### config.mk
export PLATFORM = sky130hd
export DESIGN_NAME = vga_pattern_top
export DESIGN_NICKNAME = d
export VERILOG_FILES = /design/src/vga_pkg.sv /design/src/scan_if.sv /design/src/pattern_gen.sv /design/src/scroll_ctrl.sv /design/src/vga_pattern_top.sv /design/src/vga_timing.sv
export SDC_FILE = /design/constraint.sdc
export NUM_CORES = 1
export LEC_CHECK = 0
export ABC_AREA = 1
export ABC_CLOCK_PERIOD_IN_PS = 5700
export BUFFER_PORTS_ARGS = -buffer_cell sky130_fd_sc_hd__buf_2
export CORE_MARGIN = 2
export CORE_UTILIZATION = 56
export DETAILED_ROUTE_END_ITERATION = 6
export PLACE_DENSITY = 0.87
export REMOVE_ABC_BUFFERS = 1
export SETUP_SLACK_MARGIN = 0.2
export SYNTH_ARGS = -nofsm -noshare
export SYNTH_HDL_FRONTEND = slang
export SYNTH_SLANG_ARGS = --single-unit
### constraint.sdc
create_clock -name clk -period 5.7 [get_ports clk]
set_input_delay 0.285 -clock clk [delete_from_list [all_inputs] [get_ports clk]]
set_output_delay 0.285 -clock clk [all_outputs]
set_load 0.02 [all_outputs]
### src/vga_pkg.sv
package vga_pkg;

    // apb bus geometry
    localparam int APB_AW = 4;
    localparam int APB_DW = 32;

    // field widths
    localparam int COLOR_W  = 4;   // one vga channel
    localparam int OFFSET_W = 8;   // scroll offset, low nibble reaches the color
    localparam int SPEED_W  = 8;   // frames per step, minus one
    localparam int CTRL_W   = 4;

    typedef logic [COLOR_W-1:0]  color_t;
    typedef logic [OFFSET_W-1:0] offset_t;

    // register map, word aligned
    localparam logic [APB_AW-1:0] ADDR_CTRL   = 4'h0;
    localparam logic [APB_AW-1:0] ADDR_SPEED  = 4'h4;
    localparam logic [APB_AW-1:0] ADDR_OFFSET = 4'h8;   // dy in 15..8, dx in 7..0

    // ctrl bit positions
    localparam int CTRL_EN     = 0;   // animation enable
    localparam int CTRL_STEP_X = 1;   // dx += 1 per step
    localparam int CTRL_STEP_Y = 2;   // dy += 1 per step
    localparam int CTRL_BLUE   = 3;   // blue channel on

    // last apb phase seen on the bus
    typedef enum logic [1:0] {
        IDLE   = 2'd0,
        SETUP  = 2'd1,
        ACCESS = 2'd2
    } ctrl_state_t;

endpackage

### src/scan_if.sv
interface scan_if #(
    parameter int X_WIDTH = 10,
    parameter int Y_WIDTH = 10
);

    logic [X_WIDTH-1:0] x;            // current column
    logic [Y_WIDTH-1:0] y;            // current row
    logic               display_on;   // inside the visible area
    logic               hsync;        // active low
    logic               vsync;        // active low
    logic               frame_start;  // last pixel of the frame

    // timing generator side
    modport source (output x, y, display_on, hsync, vsync, frame_start);

    // pattern side, frame_start is taken off the instance at the top
    modport sink (input x, y, display_on, hsync, vsync);

endinterface

### src/pattern_gen.sv
module pattern_gen #(
    parameter int X_WIDTH = 10,
    parameter int Y_WIDTH = 10
) (
    input  logic             clk,
    input  logic             rst,
    scan_if.sink             scan,
    input  vga_pkg::offset_t dx,
    input  vga_pkg::offset_t dy,
    input  logic             blue_on,
    output vga_pkg::color_t  red,
    output vga_pkg::color_t  green,
    output vga_pkg::color_t  blue,
    output logic             hsync_out,
    output logic             vsync_out
);

    import vga_pkg::*;

    color_t xc;        // coarse column, 16 bands across
    color_t yc;        // coarse row
    color_t red_d;
    color_t green_d;
    color_t blue_d;

    // top bit dropped, next four taken
    assign xc = scan.x[X_WIDTH-2 -: COLOR_W];
    assign yc = scan.y[Y_WIDTH-2 -: COLOR_W];

    // colors wrap mod 16 through the 4 bit targets
    always_comb
    begin
        red_d   = '0;
        green_d = '0;
        blue_d  = '0;
        if (scan.display_on)
        begin
            red_d   = xc + xc + yc + dx[COLOR_W-1:0];   // diagonal bands, scroll right
            green_d = xc - yc - dy[COLOR_W-1:0];        // opposite diagonal
            blue_d  = {COLOR_W{blue_on}};
        end
    end

    // one cycle latency, syncs ride along with the color
    always_ff @(posedge clk)
    begin
        if (rst)
        begin
            red       <= '0;
            green     <= '0;
            blue      <= '0;
            hsync_out <= 1'b1;
            vsync_out <= 1'b1;
        end
        else
        begin
            red       <= red_d;
            green     <= green_d;
            blue      <= blue_d;
            hsync_out <= scan.hsync;
            vsync_out <= scan.vsync;
        end
    end

endmodule

### src/scroll_ctrl.sv
module scroll_ctrl (
    input  logic                       clk,
    input  logic                       rst,
    input  logic [vga_pkg::APB_AW-1:0] paddr,
    input  logic                       psel,
    input  logic                       penable,
    input  logic                       pwrite,
    input  logic [vga_pkg::APB_DW-1:0] pwdata,
    output logic [vga_pkg::APB_DW-1:0] prdata,
    output logic                       pready,
    output logic                       pslverr,
    input  logic                       frame_start,
    output vga_pkg::offset_t           dx,
    output vga_pkg::offset_t           dy,
    output logic                       blue_on
);

    import vga_pkg::*;

    ctrl_state_t        state;      // phase of the previous cycle
    logic               access;     // psel and penable
    logic               addr_ok;
    logic               acc_ok;     // well ordered access to a real register
    logic               wr_en;
    logic               step;       // offset update this cycle
    logic [CTRL_W-1:0]  ctrl_q;
    logic [SPEED_W-1:0] speed_q;
    logic [SPEED_W-1:0] div_q;      // frames since last step
    offset_t            dx_q;
    offset_t            dy_q;

    always_comb
    begin
        access  = psel && penable;
        addr_ok = (paddr == ADDR_CTRL) || (paddr == ADDR_SPEED) || (paddr == ADDR_OFFSET);
        acc_ok  = access && (state == SETUP) && addr_ok;   // access must follow setup
        wr_en   = acc_ok && pwrite;
        step    = frame_start && ctrl_q[CTRL_EN] && (div_q == speed_q);
    end

    // track bus phases
    always_ff @(posedge clk)
    begin
        if (rst)
            state <= IDLE;
        else if (!psel)
            state <= IDLE;
        else if (!penable)
            state <= SETUP;
        else
            state <= ACCESS;
    end

    always_ff @(posedge clk)
    begin
        if (rst)
        begin
            ctrl_q  <= '0;
            speed_q <= '0;
            div_q   <= '0;
            dx_q    <= '0;
            dy_q    <= '0;
        end
        else
        begin
            if (wr_en && (paddr == ADDR_CTRL))
                ctrl_q <= pwdata[CTRL_W-1:0];
            if (wr_en && (paddr == ADDR_SPEED))
                speed_q <= pwdata[SPEED_W-1:0];

            // frame divider, restarts whenever animation is off
            if (!ctrl_q[CTRL_EN])
                div_q <= '0;
            else if (frame_start)
                div_q <= (div_q == speed_q) ? '0 : div_q + 1'b1;

            // bus write beats a same cycle step
            if (wr_en && (paddr == ADDR_OFFSET))
            begin
                dx_q <= pwdata[OFFSET_W-1:0];
                dy_q <= pwdata[2*OFFSET_W-1:OFFSET_W];
            end
            else if (step)
            begin
                dx_q <= dx_q + OFFSET_W'(ctrl_q[CTRL_STEP_X]);
                dy_q <= dy_q + OFFSET_W'(ctrl_q[CTRL_STEP_Y]);
            end
        end
    end

    // read mux, zero unless a good read access
    always_comb
    begin
        prdata = '0;
        if (acc_ok && !pwrite)
        begin
            case (paddr)
                ADDR_CTRL:   prdata = APB_DW'(ctrl_q);
                ADDR_SPEED:  prdata = APB_DW'(speed_q);
                ADDR_OFFSET: prdata = APB_DW'({dy_q, dx_q});
                default:     prdata = '0;
            endcase
        end
    end

    assign pready  = access;              // no wait states
    assign pslverr = access && !acc_ok;   // bad address or out of order
    assign dx      = dx_q;
    assign dy      = dy_q;
    assign blue_on = ctrl_q[CTRL_BLUE];

endmodule

### src/vga_pattern_top.sv
module vga_pattern_top #(
    parameter int H_ACTIVE = 640,
    parameter int H_FRONT  = 16,
    parameter int H_SYNC   = 96,
    parameter int H_BACK   = 48,
    parameter int V_ACTIVE = 480,
    parameter int V_FRONT  = 10,
    parameter int V_SYNC   = 2,
    parameter int V_BACK   = 33,
    parameter int X_WIDTH  = 10,
    parameter int Y_WIDTH  = 10
) (
    input  logic                       clk,
    input  logic                       rst,
    input  logic [vga_pkg::APB_AW-1:0] paddr,
    input  logic                       psel,
    input  logic                       penable,
    input  logic                       pwrite,
    input  logic [vga_pkg::APB_DW-1:0] pwdata,
    output logic [vga_pkg::APB_DW-1:0] prdata,
    output logic                       pready,
    output logic                       pslverr,
    output logic                       hsync,
    output logic                       vsync,
    output vga_pkg::color_t            red,
    output vga_pkg::color_t            green,
    output vga_pkg::color_t            blue
);

    import vga_pkg::*;

    offset_t dx;
    offset_t dy;
    logic    blue_on;

    scan_if #(.X_WIDTH(X_WIDTH), .Y_WIDTH(Y_WIDTH)) scan ();

    vga_timing #(
        .H_ACTIVE (H_ACTIVE), .H_FRONT (H_FRONT), .H_SYNC (H_SYNC), .H_BACK (H_BACK),
        .V_ACTIVE (V_ACTIVE), .V_FRONT (V_FRONT), .V_SYNC (V_SYNC), .V_BACK (V_BACK),
        .X_WIDTH  (X_WIDTH),  .Y_WIDTH (Y_WIDTH)
    ) u_timing (
        .clk  (clk),
        .rst  (rst),
        .scan (scan.source)
    );

    // frame_start taken straight off the interface instance
    scroll_ctrl u_ctrl (
        .clk         (clk),
        .rst         (rst),
        .paddr       (paddr),
        .psel        (psel),
        .penable     (penable),
        .pwrite      (pwrite),
        .pwdata      (pwdata),
        .prdata      (prdata),
        .pready      (pready),
        .pslverr     (pslverr),
        .frame_start (scan.frame_start),
        .dx          (dx),
        .dy          (dy),
        .blue_on     (blue_on)
    );

    pattern_gen #(.X_WIDTH(X_WIDTH), .Y_WIDTH(Y_WIDTH)) u_pattern (
        .clk       (clk),
        .rst       (rst),
        .scan      (scan.sink),
        .dx        (dx),
        .dy        (dy),
        .blue_on   (blue_on),
        .red       (red),
        .green     (green),
        .blue      (blue),
        .hsync_out (hsync),
        .vsync_out (vsync)
    );

endmodule

### src/vga_timing.sv
module vga_timing #(
    parameter int H_ACTIVE = 640,
    parameter int H_FRONT  = 16,
    parameter int H_SYNC   = 96,
    parameter int H_BACK   = 48,
    parameter int V_ACTIVE = 480,
    parameter int V_FRONT  = 10,
    parameter int V_SYNC   = 2,
    parameter int V_BACK   = 33,
    parameter int X_WIDTH  = 10,
    parameter int Y_WIDTH  = 10
) (
    input  logic   clk,
    input  logic   rst,
    scan_if.source scan
);

    localparam int H_TOTAL = H_ACTIVE + H_FRONT + H_SYNC + H_BACK;
    localparam int V_TOTAL = V_ACTIVE + V_FRONT + V_SYNC + V_BACK;

    // counter limits and sync windows, sized to the coordinates
    localparam logic [X_WIDTH-1:0] X_LAST     = X_WIDTH'(H_TOTAL - 1);
    localparam logic [Y_WIDTH-1:0] Y_LAST     = Y_WIDTH'(V_TOTAL - 1);
    localparam logic [X_WIDTH-1:0] X_VIS      = X_WIDTH'(H_ACTIVE);
    localparam logic [Y_WIDTH-1:0] Y_VIS      = Y_WIDTH'(V_ACTIVE);
    localparam logic [X_WIDTH-1:0] HS_FIRST   = X_WIDTH'(H_ACTIVE + H_FRONT);
    localparam logic [X_WIDTH-1:0] HS_LAST    = X_WIDTH'(H_ACTIVE + H_FRONT + H_SYNC - 1);
    localparam logic [Y_WIDTH-1:0] VS_FIRST   = Y_WIDTH'(V_ACTIVE + V_FRONT);
    localparam logic [Y_WIDTH-1:0] VS_LAST    = Y_WIDTH'(V_ACTIVE + V_FRONT + V_SYNC - 1);

    logic [X_WIDTH-1:0] x_q;
    logic [X_WIDTH-1:0] x_nxt;
    logic [Y_WIDTH-1:0] y_q;
    logic [Y_WIDTH-1:0] y_nxt;
    logic               x_wrap;
    logic               y_wrap;
    logic               hsync_q;
    logic               vsync_q;
    logic               display_on_q;

    // next position, y moves only when x wraps
    always_comb
    begin
        x_wrap = (x_q == X_LAST);
        y_wrap = (y_q == Y_LAST);
        x_nxt  = x_wrap ? '0 : x_q + 1'b1;
        if (x_wrap)
            y_nxt = y_wrap ? '0 : y_q + 1'b1;
        else
            y_nxt = y_q;
    end

    // syncs and enable decoded from the next position so all flops agree
    always_ff @(posedge clk)
    begin
        if (rst)
        begin
            x_q          <= '0;
            y_q          <= '0;
            hsync_q      <= 1'b1;   // idle high
            vsync_q      <= 1'b1;
            display_on_q <= 1'b1;   // matches (0,0)
        end
        else
        begin
            x_q          <= x_nxt;
            y_q          <= y_nxt;
            hsync_q      <= !((x_nxt >= HS_FIRST) && (x_nxt <= HS_LAST));
            vsync_q      <= !((y_nxt >= VS_FIRST) && (y_nxt <= VS_LAST));
            display_on_q <= (x_nxt < X_VIS) && (y_nxt < Y_VIS);
        end
    end

    assign scan.x           = x_q;
    assign scan.y           = y_q;
    assign scan.hsync       = hsync_q;
    assign scan.vsync       = vsync_q;
    assign scan.display_on  = display_on_q;
    assign scan.frame_start = x_wrap && y_wrap;   // one cycle, last pixel

endmodule
# Word level (Yosys, flattened, before mapping)
# Cells that the tools add are included.
word_totals:
  ff_bits: 72
  latchBits: 0
  ram_bits: 0
  rom_bits: 0
  input_bits: 41
  n_memories: 0
op_classes:
  n_addsub: 10
  multipliers: 0
  div: 0
  magnitude_cmp: 6
  eq_ne: 6
  shift: 0
  muxes: 11
  n_bitwise: 3
  n_reduce_logical: 26
op_table:
  columns: ["op", "n"]
  rows:
  - ["$pmux W16 S3", 1]
  - ["$mux W8", 5]
  - ["$mux W32", 1]
  - ["$mux W10", 3]
  - ["$add A10 B1 Y10 const B", 2]
  - ["$eq A10 B10 Y1 const B", 2]
  - ["$add A8 B1 Y8", 2]
  - ["$logic_and A1 B1 Y1", 15]
  - ["$add A4 B4 Y4", 3]
  - ["$ge A10 B10 Y1 const B", 1]
  - ["$ge A10 B9 Y1 const B", 1]
  - ["$le A10 B10 Y1 const B", 1]
  - ["$le A10 B9 Y1 const B", 1]
  - ["$lt A10 B10 Y1 const B", 1]
  - ["$lt A10 B9 Y1 const B", 1]
  - ["$add A8 B1 Y8 const B", 1]
  - ["$eq A8 B8 Y1", 1]
  - ["$sub A4 B4 Y4", 2]
  - ["$reduce_or A2 Y1", 3]
  - ["$eq A4 B3 Y1 const B", 1]
  - ["$eq A4 B4 Y1 const B", 1]
  - ["$logic_not A1 Y1", 4]
  - ["$logic_not A4 Y1", 1]
  - ["$not A1 Y1", 3]
  - ["4 further kinds", 5]

# Logic depth before layout (Yosys ltp)
# Gate-level depths: netlist of the first run.
logic_depth:
  depth_word: 7
  mapped_depth: 11

# Hierarchy
# A second synthesis of the first run with hierarchy kept.
unflattened:
  cells_unflattened: 697
  area_unflattened_um2: 4647.0
by_module_without_submodules:
  columns: ["module", "instances", "cells_each", "area_each_um2"]
  rows:
  - ["scroll_ctrl", 1, 390, 2488.6]
  - ["vga_timing", 1, 210, 1393.8]
  - ["pattern_gen", 1, 97, 764.5]

# Least setup slack after synthesis of the first run
# Ideal clock, no wire load.
synth_timing:
  path_type: "register to register"
  startpoint: "reg u_ctrl.dy_q[2] (netlist: u_ctrl.dy[2])"
  endpoint: "reg u_pattern.green[3]"
  arrival_time_ps: 1957
  required_ps: 5628
  setup_slack_ps: 3672
  path_stages_with_launch: 9
  cell_sequence: "dfxtp_1 > inv_1 > fa_1 > ha_1 > a21o_1 > a31oi_1 > inv_1 > or2_2 > a21oi_1"
synth_via:
  elab_chain_len: 1
synth_lines:
  columns: ["element", "line_no", "source"]
  rows:
  - ["start, declared", "scroll_ctrl.sv:30", "offset_t dy_q;"]
  - ["start signal, assigned", "scroll_ctrl.sv:81", "dy_q <= pwdata[2*OFFSET_W-1:OFFSET_W];"]
  - ["start signal, assigned", "scroll_ctrl.sv:86", "dy_q <= dy_q + OFFSET_W'(ctrl_q[CTRL_STEP_Y]);"]
  - ["$sub A4 B4 Y4", "pattern_gen.sv:39", "green_d = xc - yc - dy[COLOR_W-1:0];"]
  - ["end signal, assigned", "pattern_gen.sv:58", "green <= green_d;"]
  - ["end, declared", "pattern_gen.sv:12", "output vga_pkg::color_t green,"]
# No other way between the ends.
# A chain may end at the register's enable or synchronous reset.

# Worst setup path after layout of the first run
layout_timing:
  startpoint: "in paddr[1] in the netlist's numbering"
  endpoint: "reg u_ctrl.dx_q[7] (netlist: u_ctrl.dx[7])"
layout_via:
  elab_chain_len: 7
  elab_cells_between_ends: 10
layout_lines:
  columns: ["element", "line_no", "source"]
  rows:
  - ["start, declared", "vga_pattern_top.sv:15", "input logic [vga_pkg::APB_AW-1:0] paddr,"]
  - ["$eq A4 B3 Y1 or $logic_not A4 Y1 (tied branches)", "scroll_ctrl.sv:35", "addr_ok = (paddr == ADDR_CTRL) || (paddr == ADDR_SPEED) || (paddr == ADDR_OFFSET);"]
  - ["$logic_or A1 B1 Y1 (2 in a row)", "scroll_ctrl.sv:35", null]
  - ["$logic_and A1 B1 Y1", "scroll_ctrl.sv:36", "acc_ok = access && (state == SETUP) && addr_ok;"]
  - ["$logic_and A1 B1 Y1", "scroll_ctrl.sv:37", "wr_en = acc_ok && pwrite;"]
  - ["$logic_and A1 B1 Y1 *", "scroll_ctrl.sv:78", "if (wr_en && (paddr == ADDR_OFFSET))"]
  - ["$mux W8 or $reduce_bool A2 Y1 (tied branches)", null, null]
  - ["end signal, assigned", "scroll_ctrl.sv:80", "dx_q <= pwdata[OFFSET_W-1:0];"]
  - ["end signal, assigned", "scroll_ctrl.sv:85", "dx_q <= dx_q + OFFSET_W'(ctrl_q[CTRL_STEP_X]);"]
  - ["end, declared", "scroll_ctrl.sv:29", "offset_t dx_q;"]
# Mark *: on every way between the ends. The rest lies on a longest branch, timed or not.

==> reports/metrics.sh, run 1 <==
PORT-BUFFER-COUNT=56
NUMPLACEDINSTANCES=788
DRT-PASS1-ITER-COUNT=5
ANTENNA_VIOLATIONS_BEFORE_REPAIR=0
FINALHOLDVIOLATIONS=0
END_KIND='flip-flop'
TRITONCTS='done'
SYNTH_ENABLE_FLOP_CELLS=0
SWITCHINGPOWER_uW=232
IO-PIN-COUNT=89
R2R_START='u_timing.scan.x[0]'
POWER_FRAC_COMB=0.043
NET_COUNT_FINAL=760
ANTENNA_CELLS=0
MIN_PATH_TYPE='in2reg'
VIAS_PER_CELL=5.23
AREA_GROWTH_PCT=9.67
SEQ_POWER_SHARE=0.505
SYNTH-ADDER-AREA-SHARE=0.0713
CTS_SETUP_BUFFERS=0
CP_SLOWEST_STAGE_DELAY_NS=0.84
WORST-R2R-SETUP-SLACK_NS=3.38
SYNTH_REGISTER_BITS=72
NUMBER_OF_CTS_INSERTED_BUFFERS=9
PLACE_AREA_MM2=0.00470
LAYOUT.CELLS.NON_FILLER=804
FLOORPLAN_DIE_WIDTH_UM=93.6
INSERTION_DELAY_NS=0.37
CTSLONGESTPATHBUFFERS=2
SYNTHESIZED_AREA_FRACTION_OCCUPIED_BY_AND_OR_NAND_NOR_CELLS=0.308
SYNTH_ASYNC_SR_FLOP_SHARE=0
CRITPATHREQUIREDTIME_NS=5.99
ROUTE.DETAILED.DRC=0
FRACTION_OF_FINAL_LAYOUT_CELLS_SIZED_BEYOND_DRIVE_STRENGTH_1=0.135
VIAS_IN_THE_FIRST_GLOBAL_ROUTE=3756
SYNTH_COMMON_CELLS='nand2_1 (135), inv_1 (98), dfxtp_1 (72), nor2_1 (68), nand3_1 (48)'
SETUP-VIOLATIONS-FINAL=0
GRT_MAX_DEGREE=50
CTS.CLK_SLEW.WORST_PATHS_NS=0.08
RUN_STATUS='finished clean'
INTERNAL_POWER_uW=772
SYNTH.YOSYS.SEQ_AREA_SHARE=0.321
ROW_COUNT=32
CTS_HOLD_REPAIR.BUFFERS=0
WORSTSETUPSTARTPOINTTYPE='input pin'
YOSYSTOPAREACELL='dfxtp_1'
DR.FIRST_ITER.DRC_COUNT=252
PEAK_VDD_IR_mV=0.141
CTS_SINKS=72
CTSRESIZECOUNT=0
SYN_AREA_MM2=0.00449
FMAXACHIEVABLE_MHz=382
COREAREA_MM2=0.00777
POST-SYNTH-TOP-COUNT-CELL='nand2_1'
TOTAL_LEAKAGE_POWER_uW=0.00224
GRT_PASS1_WL_UM=16800
GP_CONGESTION=0.911
TIMING.SLEW.HEADROOM=0.399
H-TREE-DEPTH=3
POST_SYNTH_INST_COUNT=653
CRIT_ARRIVAL_NS=2.90
ANT_NETS=0
NUM_VIAS=4206
FINALINSTANCEAREA_MM2=0.00492
FP.DIEAREA_MM2=0.00875
TIMING.SETUP.CRITICAL_PATH_CLASS='in2reg'
DRV_CAP=0
DESIGN_POWER_TOTAL_uW=1000
FINAL.SETUP.TNS_NS=0
DRT-TOTAL-WL_UM=10100
GRT.TOTAL_USAGE=0.242
FINAL_CORE_UTILIZATION=0.634
MIN_PERIOD_OVER_PERIOD=0.459
CRITICAL-PATH-TOP-DELAY-FAMILY='simple AND/OR/NAND/NOR gates'
FILLERS=685
SYNTHDOMINANTCELLAREASHARE=0.321
CRIT_START='paddr[1]'
POWER_SWITCHING_SHARE=0.231
POST_SYNTH_XOR_AREA_FRACTION=0.0585
INITIAL_UTILIZATION=0.578
YOSYS_WARNINGS=0
LARGEST_FAMILY_OF_LOGIC_CELLS_BY_SYNTHESIZED_AREA='simple AND/OR/NAND/NOR gates'
CRIT_PATH_CELL_TRACE='buf_2 -> nor2_1 -> nand2_1 -> nor2_1 -> nand3_2 -> nand2_4 -> nand2_1 -> a21oi_1'
RSZ0062_AT_GRT='false'
WORSTHOLDSTART='penable'
CP_NUM_BUF_INV=1
PREVAILING_POST_SYNTH_REGISTER_CELL='dfxtp_1'
CRITICAL_PATH.SLOWEST_CELL='nand3_2'
TIMING.FINAL.CRIT_PERIOD_NS=2.62
SYNTH_AREA_PER_CELL_UM2=6.88
WORST_SLEW_PIN_SLEW_NS=0.901
CLOCK-SKEW-FINAL_NS=0.0106
GR-TOTAL-OVERFLOW=0
MEAN_ROUTED_WIRELENGTH_PER_CELL_UM=12.6
POWER.DENSITY_CELL_AREA_mW_PER_MM2=204
YOSYS-MUX-AREA-FRACTION=0
SYNTHTOPCELLSBYAREA='dfxtp_1 (32%), nand2_1 (11%), inv_1 (8.2%), nor2_1 (5.7%), nand3_1 (5.3%)'
FINALMAXSLEWVIOLATIONS=0
DP_HPWL_UM=7310
SYNTH.DISTINCT_CELLS=36
SYNTH_COMPOUND_AREA_FRAC=0.100
SHARE_CLK_OF_TOTAL_POWER=0.452
CHIPHEIGHT_UM=93.6
CTS_ROOT_BUF='clkbuf_8'
CRITICAL_PATH_PEAK_FANOUT=49
-- area by class of cell --
| cell class | instances | area, µm² | area share |
|---|---|---|---|
| clock buffers | 10 | 138 | 0.0279 |
| clock inverters | 6 | 82.6 | 0.0168 |
| inverters | 101 | 379 | 0.0770 |
| multi-input cells | 457 | 2480 | 0.503 |
| flip-flops and latches | 72 | 1440 | 0.293 |
| well taps | 102 | 128 | 0.0259 |
| repair buffers | 56 | 280 | 0.0569 |
-- power groups by stage --
stage / registers, µW / clock network (µW) / logic, µW
2_1_floorplan: 518 / 0 / 23.2
3_3_place_gp: 519 / 0 / 41.3
3_5_place_dp: 519 / 0 / 42.3
4_1_cts: 507 / 463 / 42.5
5_1_grt: 507 / 483 / 47.5
6_report: 507 / 454 / 43.0
-- cells by family after synthesis --
| family | after synthesis |
|---|---|
| compound gates | 86 |
| xor+xnor | 30 |
| fa+ha+maj | 22 |
| buf+inv | 139 |
| flops | 72 |
| other cells | 1 |
| simple gates | 303 |
-- metrics by stage --
step	worst slack [ns]	hold WS (ns)
4_1_cts	3.16	0.0848
2_1_floorplan	3.58	0.352
6_report	3.08	0.0918
3_3_place_gp	2.88	0.394
5_1_grt	2.76	0.110
3_5_place_dp	2.77	0.395
-- metal layers --
layer	part of all wire	routed length, µm	global-route usage	vias to the layer above
li1	-	-	-	2118
met2	0.48	4840	0.412	146
met4	0.022	223	0.101	0
met5	0	0	0	-
met3	0.054	551	0.0483	23
met1	0.45	4510	0.299	1919
-- path summary, 6_finish.rpt --
kind | to | cells after the start
max | u_ctrl.dx[7] | 8
min | u_ctrl.state[0] | 2
max reg2reg | u_timing.scan.display_on | 8
min reg2reg | u_pattern.hsync_out | 1
-- flip-flops by register name, summed over array words and instances (netlist names), 2 cells and up --
signal and cells:
u_ctrl.dy 8, u_timing.scan.y 10, u_ctrl.state 2, u_ctrl.div_q 8, u_ctrl.speed_q 8, u_ctrl.dx 8, u_timing.scan.x 10, u_pattern.red 4
u_pattern.green 4, u_ctrl.ctrl_q 4
-- placed cells by master (no fill, tap or decap), types with 16 or more instances in the layout --
| master | netlist | final |
|---|---|---|
| o21ai_0 | 30 | 30 |
| inv_1 | 98 | 98 |
| nor3_1 | 17 | 17 |
| nand3_1 | 48 | 48 |
| dfxtp_1 | 72 | 72 |
| a21oi_1 | 43 | 43 |
| nand2_1 | 135 | 135 |
| conb_1 | 1 | 16 |
| buf_2 | 5 | 56 |
| xor2_1 | 21 | 21 |
| nor2_1 | 68 | 68 |
| ha_1 | 16 | 16 |
No activity file was read; power rests on OpenSTA's default activity.
==> inputs of run 2 (changes only) <==
--- a/config.mk
+++ b/config.mk
@@ -5,13 +5,13 @@
 export SDC_FILE = /design/constraint.sdc
 export NUM_CORES = 1
 export LEC_CHECK = 0
-export ABC_AREA = 1
-export ABC_CLOCK_PERIOD_IN_PS = 5700
+export ABC_AREA = 0
+export ABC_CLOCK_PERIOD_IN_PS = 2240
 export BUFFER_PORTS_ARGS = -buffer_cell sky130_fd_sc_hd__buf_2
 export CORE_MARGIN = 2
-export CORE_UTILIZATION = 56
+export CORE_UTILIZATION = 50
 export DETAILED_ROUTE_END_ITERATION = 6
-export PLACE_DENSITY = 0.87
+export PLACE_DENSITY = 0.83
 export REMOVE_ABC_BUFFERS = 1
 export SETUP_SLACK_MARGIN = 0.2
 export SYNTH_ARGS = -nofsm -noshare
==> constraint.sdc (replaced) <==
create_clock -name clk -period 2.24 [get_ports clk]
set_input_delay 0.112 -clock clk [delete_from_list [all_inputs] [get_ports clk]]
set_output_delay 0.112 -clock clk [all_outputs]
set_load 0.02 [all_outputs]
==> reports/metrics.sh, run 2 <==
PLACE_AREA_MM2=0.00458
SYN_AREA_MM2=0.00419
MEAN_ROUTED_WIRELENGTH_PER_CELL_UM=15.8
RSZ0062_AT_GRT='true'
CTS_ROOT_BUF='clkbuf_8'
SYNTH_ASYNC_SR_FLOP_SHARE=0
TIMING.FINAL.CRIT_PERIOD_NS=2.08
PORT-BUFFER-COUNT=56
CTS_SINKS=72
INTERNAL_POWER_uW=2220
SETUP-VIOLATIONS-FINAL=0
CRIT_START='u_ctrl.dx[1]'
IO-PIN-COUNT=89
SYNTH_COMMON_CELLS='dfxtp_1 (72), nor2_1 (63), nand2_1 (34), xor2_1 (29), xnor2_1 (22)'
SYNTH_ENABLE_FLOP_CELLS=0
CRIT_ARRIVAL_NS=2.31
SYNTH_AREA_PER_CELL_UM2=8.51
FP.DIEAREA_MM2=0.00912
DRV_CAP=0
FRACTION_OF_FINAL_LAYOUT_CELLS_SIZED_BEYOND_DRIVE_STRENGTH_1=0.249
SHARE_CLK_OF_TOTAL_POWER=0.492
CRITICAL_PATH.SLOWEST_CELL='fa_1'
FMAXACHIEVABLE_MHz=482
END_KIND='flip-flop'
LAYOUT.CELLS.MOST_COMMON_LIST='dfxtp_1 (65), nor2_1 (61), buf_2 (55)'
TRITONCTS='done'
CLOCK-SKEW-FINAL_NS=0.00955
GP_CONGESTION=0.906
FINAL_COMMON_CELL='dfxtp_1'
FINALMAXSLEWVIOLATIONS=0
TIMING.CRITICAL_PATH.MODE_CELL='xnor2_2'
SYNTHDOMINANTCELLAREASHARE=0.344
R2R_CELLS=8
CTSLONGESTPATHBUFFERS=2
FINAL_CORE_UTILIZATION=0.627
GR-TOTAL-OVERFLOW=0
SEQ_POWER_SHARE=0.459
CTS.CLK_SLEW.WORST_PATHS_NS=0.07
ROUTE.DETAILED.DRC=0
DP_HPWL_UM=7120
POWER.DENSITY_CELL_AREA_mW_PER_MM2=549
YOSYSTOPAREACELL='dfxtp_1'
FLOORPLAN_DIE_WIDTH_UM=95.5
YOSYS_WARNINGS=0
DRT-TOTAL-WL_UM=10800
MIN_PATH_TYPE='in2reg'
VIAS_PER_CELL=5.59
TOTAL_LEAKAGE_POWER_uW=0.00222
FINAL.SETUP.TNS_NS=0
CRIT_PATH_CELL_TRACE='fa_1 -> ha_1 -> inv_1 -> fa_2 -> xnor2_2 -> xnor2_2 -> xnor2_1 -> nor2_1'
NET_COUNT_FINAL=636
POST_SYNTH_INST_COUNT=492
WORST-R2R-SETUP-SLACK_NS=0.16
INITIAL_UTILIZATION=0.512
AREA_GROWTH_PCT=22.5
CRITPATHREQUIREDTIME_NS=2.47
DR.FIRST_ITER.DRC_COUNT=360
FINALHOLDVIOLATIONS=0
ANTENNA_VIOLATIONS_BEFORE_REPAIR=0
COREAREA_MM2=0.00818
R2R_START='u_ctrl.dx[1]'
SYNTH.DISTINCT_CELLS=53
SYNTHTOPCELLSBYAREA='dfxtp_1 (34%), xor2_1 (6.1%), nor2_1 (5.6%), mux2i_1 (5.0%), ha_1 (4.8%)'
POST-SYNTH-TOP-COUNT-CELL='dfxtp_1'
POWER_SWITCHING_SHARE=0.211
WORSTSETUPSTARTPOINTTYPE='flip-flop'
CP_SLOWEST_STAGE_DELAY_NS=0.53
H-TREE-DEPTH=3
GRT_MAX_DEGREE=35
ROW_COUNT=33
DRT-PASS1-ITER-COUNT=5
NUMBER_OF_CTS_INSERTED_BUFFERS=9
DESIGN_POWER_TOTAL_uW=2810
ANTENNA_CELLS=0
GRT_PASS1_WL_UM=16300
MIN_PERIOD_OVER_PERIOD=0.927
CHIPHEIGHT_UM=95.5
VIAS_IN_THE_FIRST_GLOBAL_ROUTE=3606
POWER_FRAC_COMB=0.049
TIMING.SETUP.CRITICAL_PATH_CLASS='reg2reg'
SYNTH_REGISTER_BITS=72
ANT_NETS=0
SYNTH.YOSYS.SEQ_AREA_SHARE=0.344
SETUP.WORST_PATH.END='u_pattern.red[3]'
NUM_VIAS=3819
PEAK_VDD_IR_mV=0.274
GRT.TOTAL_USAGE=0.229
WORST_SLEW_PIN_SLEW_NS=0.720
INSERTION_DELAY_NS=0.36
CRIT-REG2REG-CAPTURE='u_pattern.red[3]'
TIMING.SLEW.HEADROOM=0.520
RUN_STATUS='finished clean'
SWITCHINGPOWER_uW=595
PREVAILING_POST_SYNTH_REGISTER_CELL='dfxtp_1'
CRITICAL_PATH_PEAK_FANOUT=2
FINALINSTANCEAREA_MM2=0.00513
## run 2: how the worst min path moves through the flow
stage                          from                  to  slack (ns)  cells after the start
final                     pwdata[0]        u_ctrl.dx[0]        0.02                      3
after global routing      pwdata[0]        u_ctrl.dx[0]        0.02                      3
after CTS                 pwdata[0]        u_ctrl.dx[0]        0.01                      3
after detailed placement    penable     u_ctrl.state[0]        0.29                      2
after global placement      penable     u_ctrl.state[0]        0.29                      2
after floorplan                 rst  u_timing.scan.x[1]        0.18                      1
## run 2: final cells by class
cell class / instances / area [µm²]
fillers: 598 / 3050
multi-input cells: 372 / 2560
flip-flops and latches: 72 / 1460
repair buffers: 98 / 637
clock buffers: 11 / 141
well taps: 105 / 131
clock inverters: 5 / 128
inverters: 20 / 75.1
## run 2: layer usage
metal	GRT usage	vias to the layer above	wire (µm)
li1	-	1807	-
met1	0.273	1790	4330
met2	0.383	185	5250
met3	0.0419	37	746
met4	0.135	0	451
met5	0	-	0
## run 2: critical path: cells and delay by family (launching register included)
kind                       cells  cell delay, ns
buffers and inverters          1            0.06
DFF                            1            0.35
adders and majority gates      3            1.04
xor gates and xnor gates       3            0.45
and+or+nand+nor                1            0.06
## run 2: repair_timing
| action | 4_1_cts | 5_1_grt |
|---|---|---|
| pin swaps | 6 | 12 |
| buffers inserted | 2 | 4 |
| setup endpoints to repair | 18 | 30 |
| hold endpoints to repair | 11 | 0 |
| hold buffers | 11 | 0 |
| resized for setup | 12 | 26 |
## run 2: power by group through the flow
stage	clock, µW	combinational (µW)	sequential (µW)
finish	1390	137	1290
global route	1440	148	1290
CTS	1400	132	1290
detailed placement	0	117	1320
global placement	0	115	1320
floorplan	0	50.6	1320
## run 2: per-stage QoR
step | std cells | setup slack [ns] | hold slack [ns]
6_report | 683 | 0.164 | 0.0160
3_3_place_gp | 650 | 0.164 | 0.287
2_1_floorplan | 464 | 0.0264 | 0.179
4_1_cts | 679 | 0.179 | 0.0127
5_1_grt | 683 | 0.107 | 0.0176
3_5_place_dp | 650 | 0.132 | 0.295
## run 2: cell families after synthesis
| logic type | count (synthesis) | synth area share |
|---|---|---|
| other cells | 1 | 0.000895 |
| fa+ha+maj | 22 | 0.0765 |
| simple gates | 209 | 0.264 |
| flops | 72 | 0.344 |
| compound gates | 53 | 0.0765 |
| buf+inv | 63 | 0.0810 |
| mux | 21 | 0.0502 |
| xor+xnor | 51 | 0.107 |
==> inputs of run 3 (changes only) <==
--- a/config.mk
+++ b/config.mk
@@ -5,13 +5,13 @@
 export SDC_FILE = /design/constraint.sdc
 export NUM_CORES = 1
 export LEC_CHECK = 0
-export ABC_AREA = 0
+export ABC_AREA = 1
 export ABC_CLOCK_PERIOD_IN_PS = 2240
 export BUFFER_PORTS_ARGS = -buffer_cell sky130_fd_sc_hd__buf_2
 export CORE_MARGIN = 2
 export CORE_UTILIZATION = 50
 export DETAILED_ROUTE_END_ITERATION = 6
-export PLACE_DENSITY = 0.83
+export PLACE_DENSITY = 0.82
 export REMOVE_ABC_BUFFERS = 1
 export SETUP_SLACK_MARGIN = 0.2
 export SYNTH_ARGS = -nofsm -noshare
==> reports/metrics.sh, run 3 (synthesized netlist as in run 1, its figures left out) <==
H-TREE-DEPTH=3
END_KIND='flip-flop'
SHARE_CLK_OF_TOTAL_POWER=0.482
HOLD-PATH-CELL-COUNT=3
DRT-TOTAL-WL_UM=11100
GP_CONGESTION=0.895
ANTENNA_VIOLATIONS_BEFORE_REPAIR=0
MIN_PATH_TYPE='in2reg'
WORST_HOLD_SLACK_NS=0.0237
FMAXACHIEVABLE_MHz=500
CRIT_ARRIVAL_NS=2.29
AREA_GROWTH_PCT=16.3
CTS_SINKS=72
COREAREA_MM2=0.00872
LAYOUT.CELLS.NON_FILLER=827
WORSTSETUPSTARTPOINTTYPE='flip-flop'
TIMING.FINAL.CRIT_PERIOD_NS=2.00
FILLERS=757
WHS_ENDPOINT='u_ctrl.state[1]'
INTERNAL_POWER_uW=2110
IO-PIN-COUNT=89
CRIT-REG2REG-CAPTURE='u_pattern.green[3]'
MEAN_ROUTED_WIRELENGTH_PER_CELL_UM=13.5
TOTAL_LEAKAGE_POWER_uW=0.00237
NET_COUNT_FINAL=777
ANTENNA_CELLS=0
CRITICAL_PATH_PEAK_FANOUT=3
LAYOUT.CELLS.MOST_COMMON_LIST='nand2_1 (134), inv_1 (94), nor2_1 (68)'
RSZ0062_AT_GRT='true'
CRITPATHREQUIREDTIME_NS=2.53
VIAS_IN_THE_FIRST_GLOBAL_ROUTE=4110
FRACTION_OF_FINAL_LAYOUT_CELLS_SIZED_BEYOND_DRIVE_STRENGTH_1=0.179
DRV_CAP=0
FINAL.SETUP.TNS_NS=0
WORST_SLEW_PIN_SLEW_NS=0.578
POWER.DENSITY_CELL_AREA_mW_PER_MM2=520
FINALHOLDVIOLATIONS=0
INITIAL_UTILIZATION=0.515
FP.DIEAREA_MM2=0.00976
GRT.TOTAL_USAGE=0.230
DESIGN_POWER_TOTAL_uW=2720
WORSTHOLDSTART='psel'
FLOORPLAN_DIE_WIDTH_UM=98.8
VIAS_PER_CELL=5.30
TIMING.SLEW.HEADROOM=0.613
DRT-PASS1-ITER-COUNT=5
SEQ_POWER_SHARE=0.474
FINALMAXSLEWVIOLATIONS=0
RUN_STATUS='finished clean'
FINAL_COMMON_CELL='nand2_1'
CHIPHEIGHT_UM=98.8
CTS.CLK_SLEW.WORST_PATHS_NS=0.09
CLOCK-SKEW-FINAL_NS=0.0131
SWITCHINGPOWER_uW=602
R2R_CELLS=8
R2R_START='u_ctrl.dy[2]'
SLACK_OF_THE_CRITICAL_PATH_NS=0.242
POWER_FRAC_COMB=0.044
PEAK_VDD_IR_mV=0.307
ANT_NETS=0
CTS_ROOT_BUF='clkbuf_8'
NUMPLACEDINSTANCES=801
PORT-BUFFER-COUNT=56
CTSLONGESTPATHBUFFERS=2
TIMING.SETUP.CRITICAL_PATH_CLASS='reg2reg'
ROW_COUNT=34
TRITONCTS='done'
GR-TOTAL-OVERFLOW=0
PRE_CTS_SLACK_NS=0.0700
NUMBER_OF_CTS_INSERTED_BUFFERS=9
POWER_SWITCHING_SHARE=0.222
GRT_MAX_DEGREE=39
DP_HPWL_UM=7780
DR.FIRST_ITER.DRC_COUNT=323
WORST-R2R-SETUP-SLACK_NS=0.24
INSERTION_DELAY_NS=0.37
ROUTE.DETAILED.DRC=0
SETUP-VIOLATIONS-FINAL=0
GRT_PASS1_WL_UM=18200
NUM_VIAS=4385
MIN_PERIOD_OVER_PERIOD=0.892
-- run 3: through the flow --
step / cell area, µm² / utilization
detailed placement: 4780 / 0.548
CTS: 5090 / 0.584
global placement: 4780 / 0.548
global route: 5220 / 0.599
floorplan: 4300 / -
finish: 5220 / 0.599
-- run 3: layer usage --
layer / global-route usage / vias up / wire length, µm
met1: 0.276 / 2037 / 4680
met5: 0 / - / 0
met2: 0.403 / 169 / 5540
met4: 0.0948 / 0 / 312
li1: - / 2148 / -
met3: 0.0426 / 31 / 597
-- run 3: worst max-delay path: stages, from the launching register on --
cell and delay, ns:
dfxtp_2 0.34, inv_2 0.05, fa_2 0.61, ha_4 0.22
a21o_1 0.15, a31oi_1 0.14, inv_1 0.07, or2_4 0.23
a21oi_2 0.12
-- run 3: final cells by class --
class	instances	area (µm²)	area share
Tap cell	108	135	0.0259
Clock buffer	11	151	0.0290
Clock inverter	5	103	0.0196
Timing Repair Buffer	73	450	0.0862
Sequential cell	72	1460	0.279
Inverter	101	379	0.0726
Multi-Input combinational cell	457	2550	0.488
-- run 3: what timing repair did --
action                                 in CTS  in global routing
buffers inserted                            3                  5
gates resized for setup                     3                 24
endpoints found under the hold margin       1                  0
setup endpoints to repair                  16                 30
hold buffers                                2                  0
pin swaps                                   1                  8
-- run 3: power groups by stage --
| stage | registers, µW | logic (µW) | clock network, µW |
|---|---|---|---|
| after floorplan | 1320 | 58.9 | 0 |
| after global placement | 1320 | 109 | 0 |
| after detailed placement | 1320 | 113 | 0 |
| after CTS | 1290 | 117 | 1330 |
| after global routing | 1290 | 132 | 1380 |
| final | 1290 | 120 | 1310 |
-- run 3: worst max path at each step --
stage / to / startpoint / slack, ns
floorplan: u_pattern.green[3] / u_timing.scan.x[7] / 0.20
global placement: u_pattern.green[3] / u_timing.scan.y[7] / 0.15
detailed placement: u_pattern.green[3] / u_timing.scan.y[7] / 0.07
CTS: u_pattern.green[3] / u_timing.scan.y[7] / 0.10
global route: u_pattern.green[3] / u_timing.scan.y[5] / 0.13
finish: u_pattern.green[3] / u_ctrl.dy[2] / 0.24
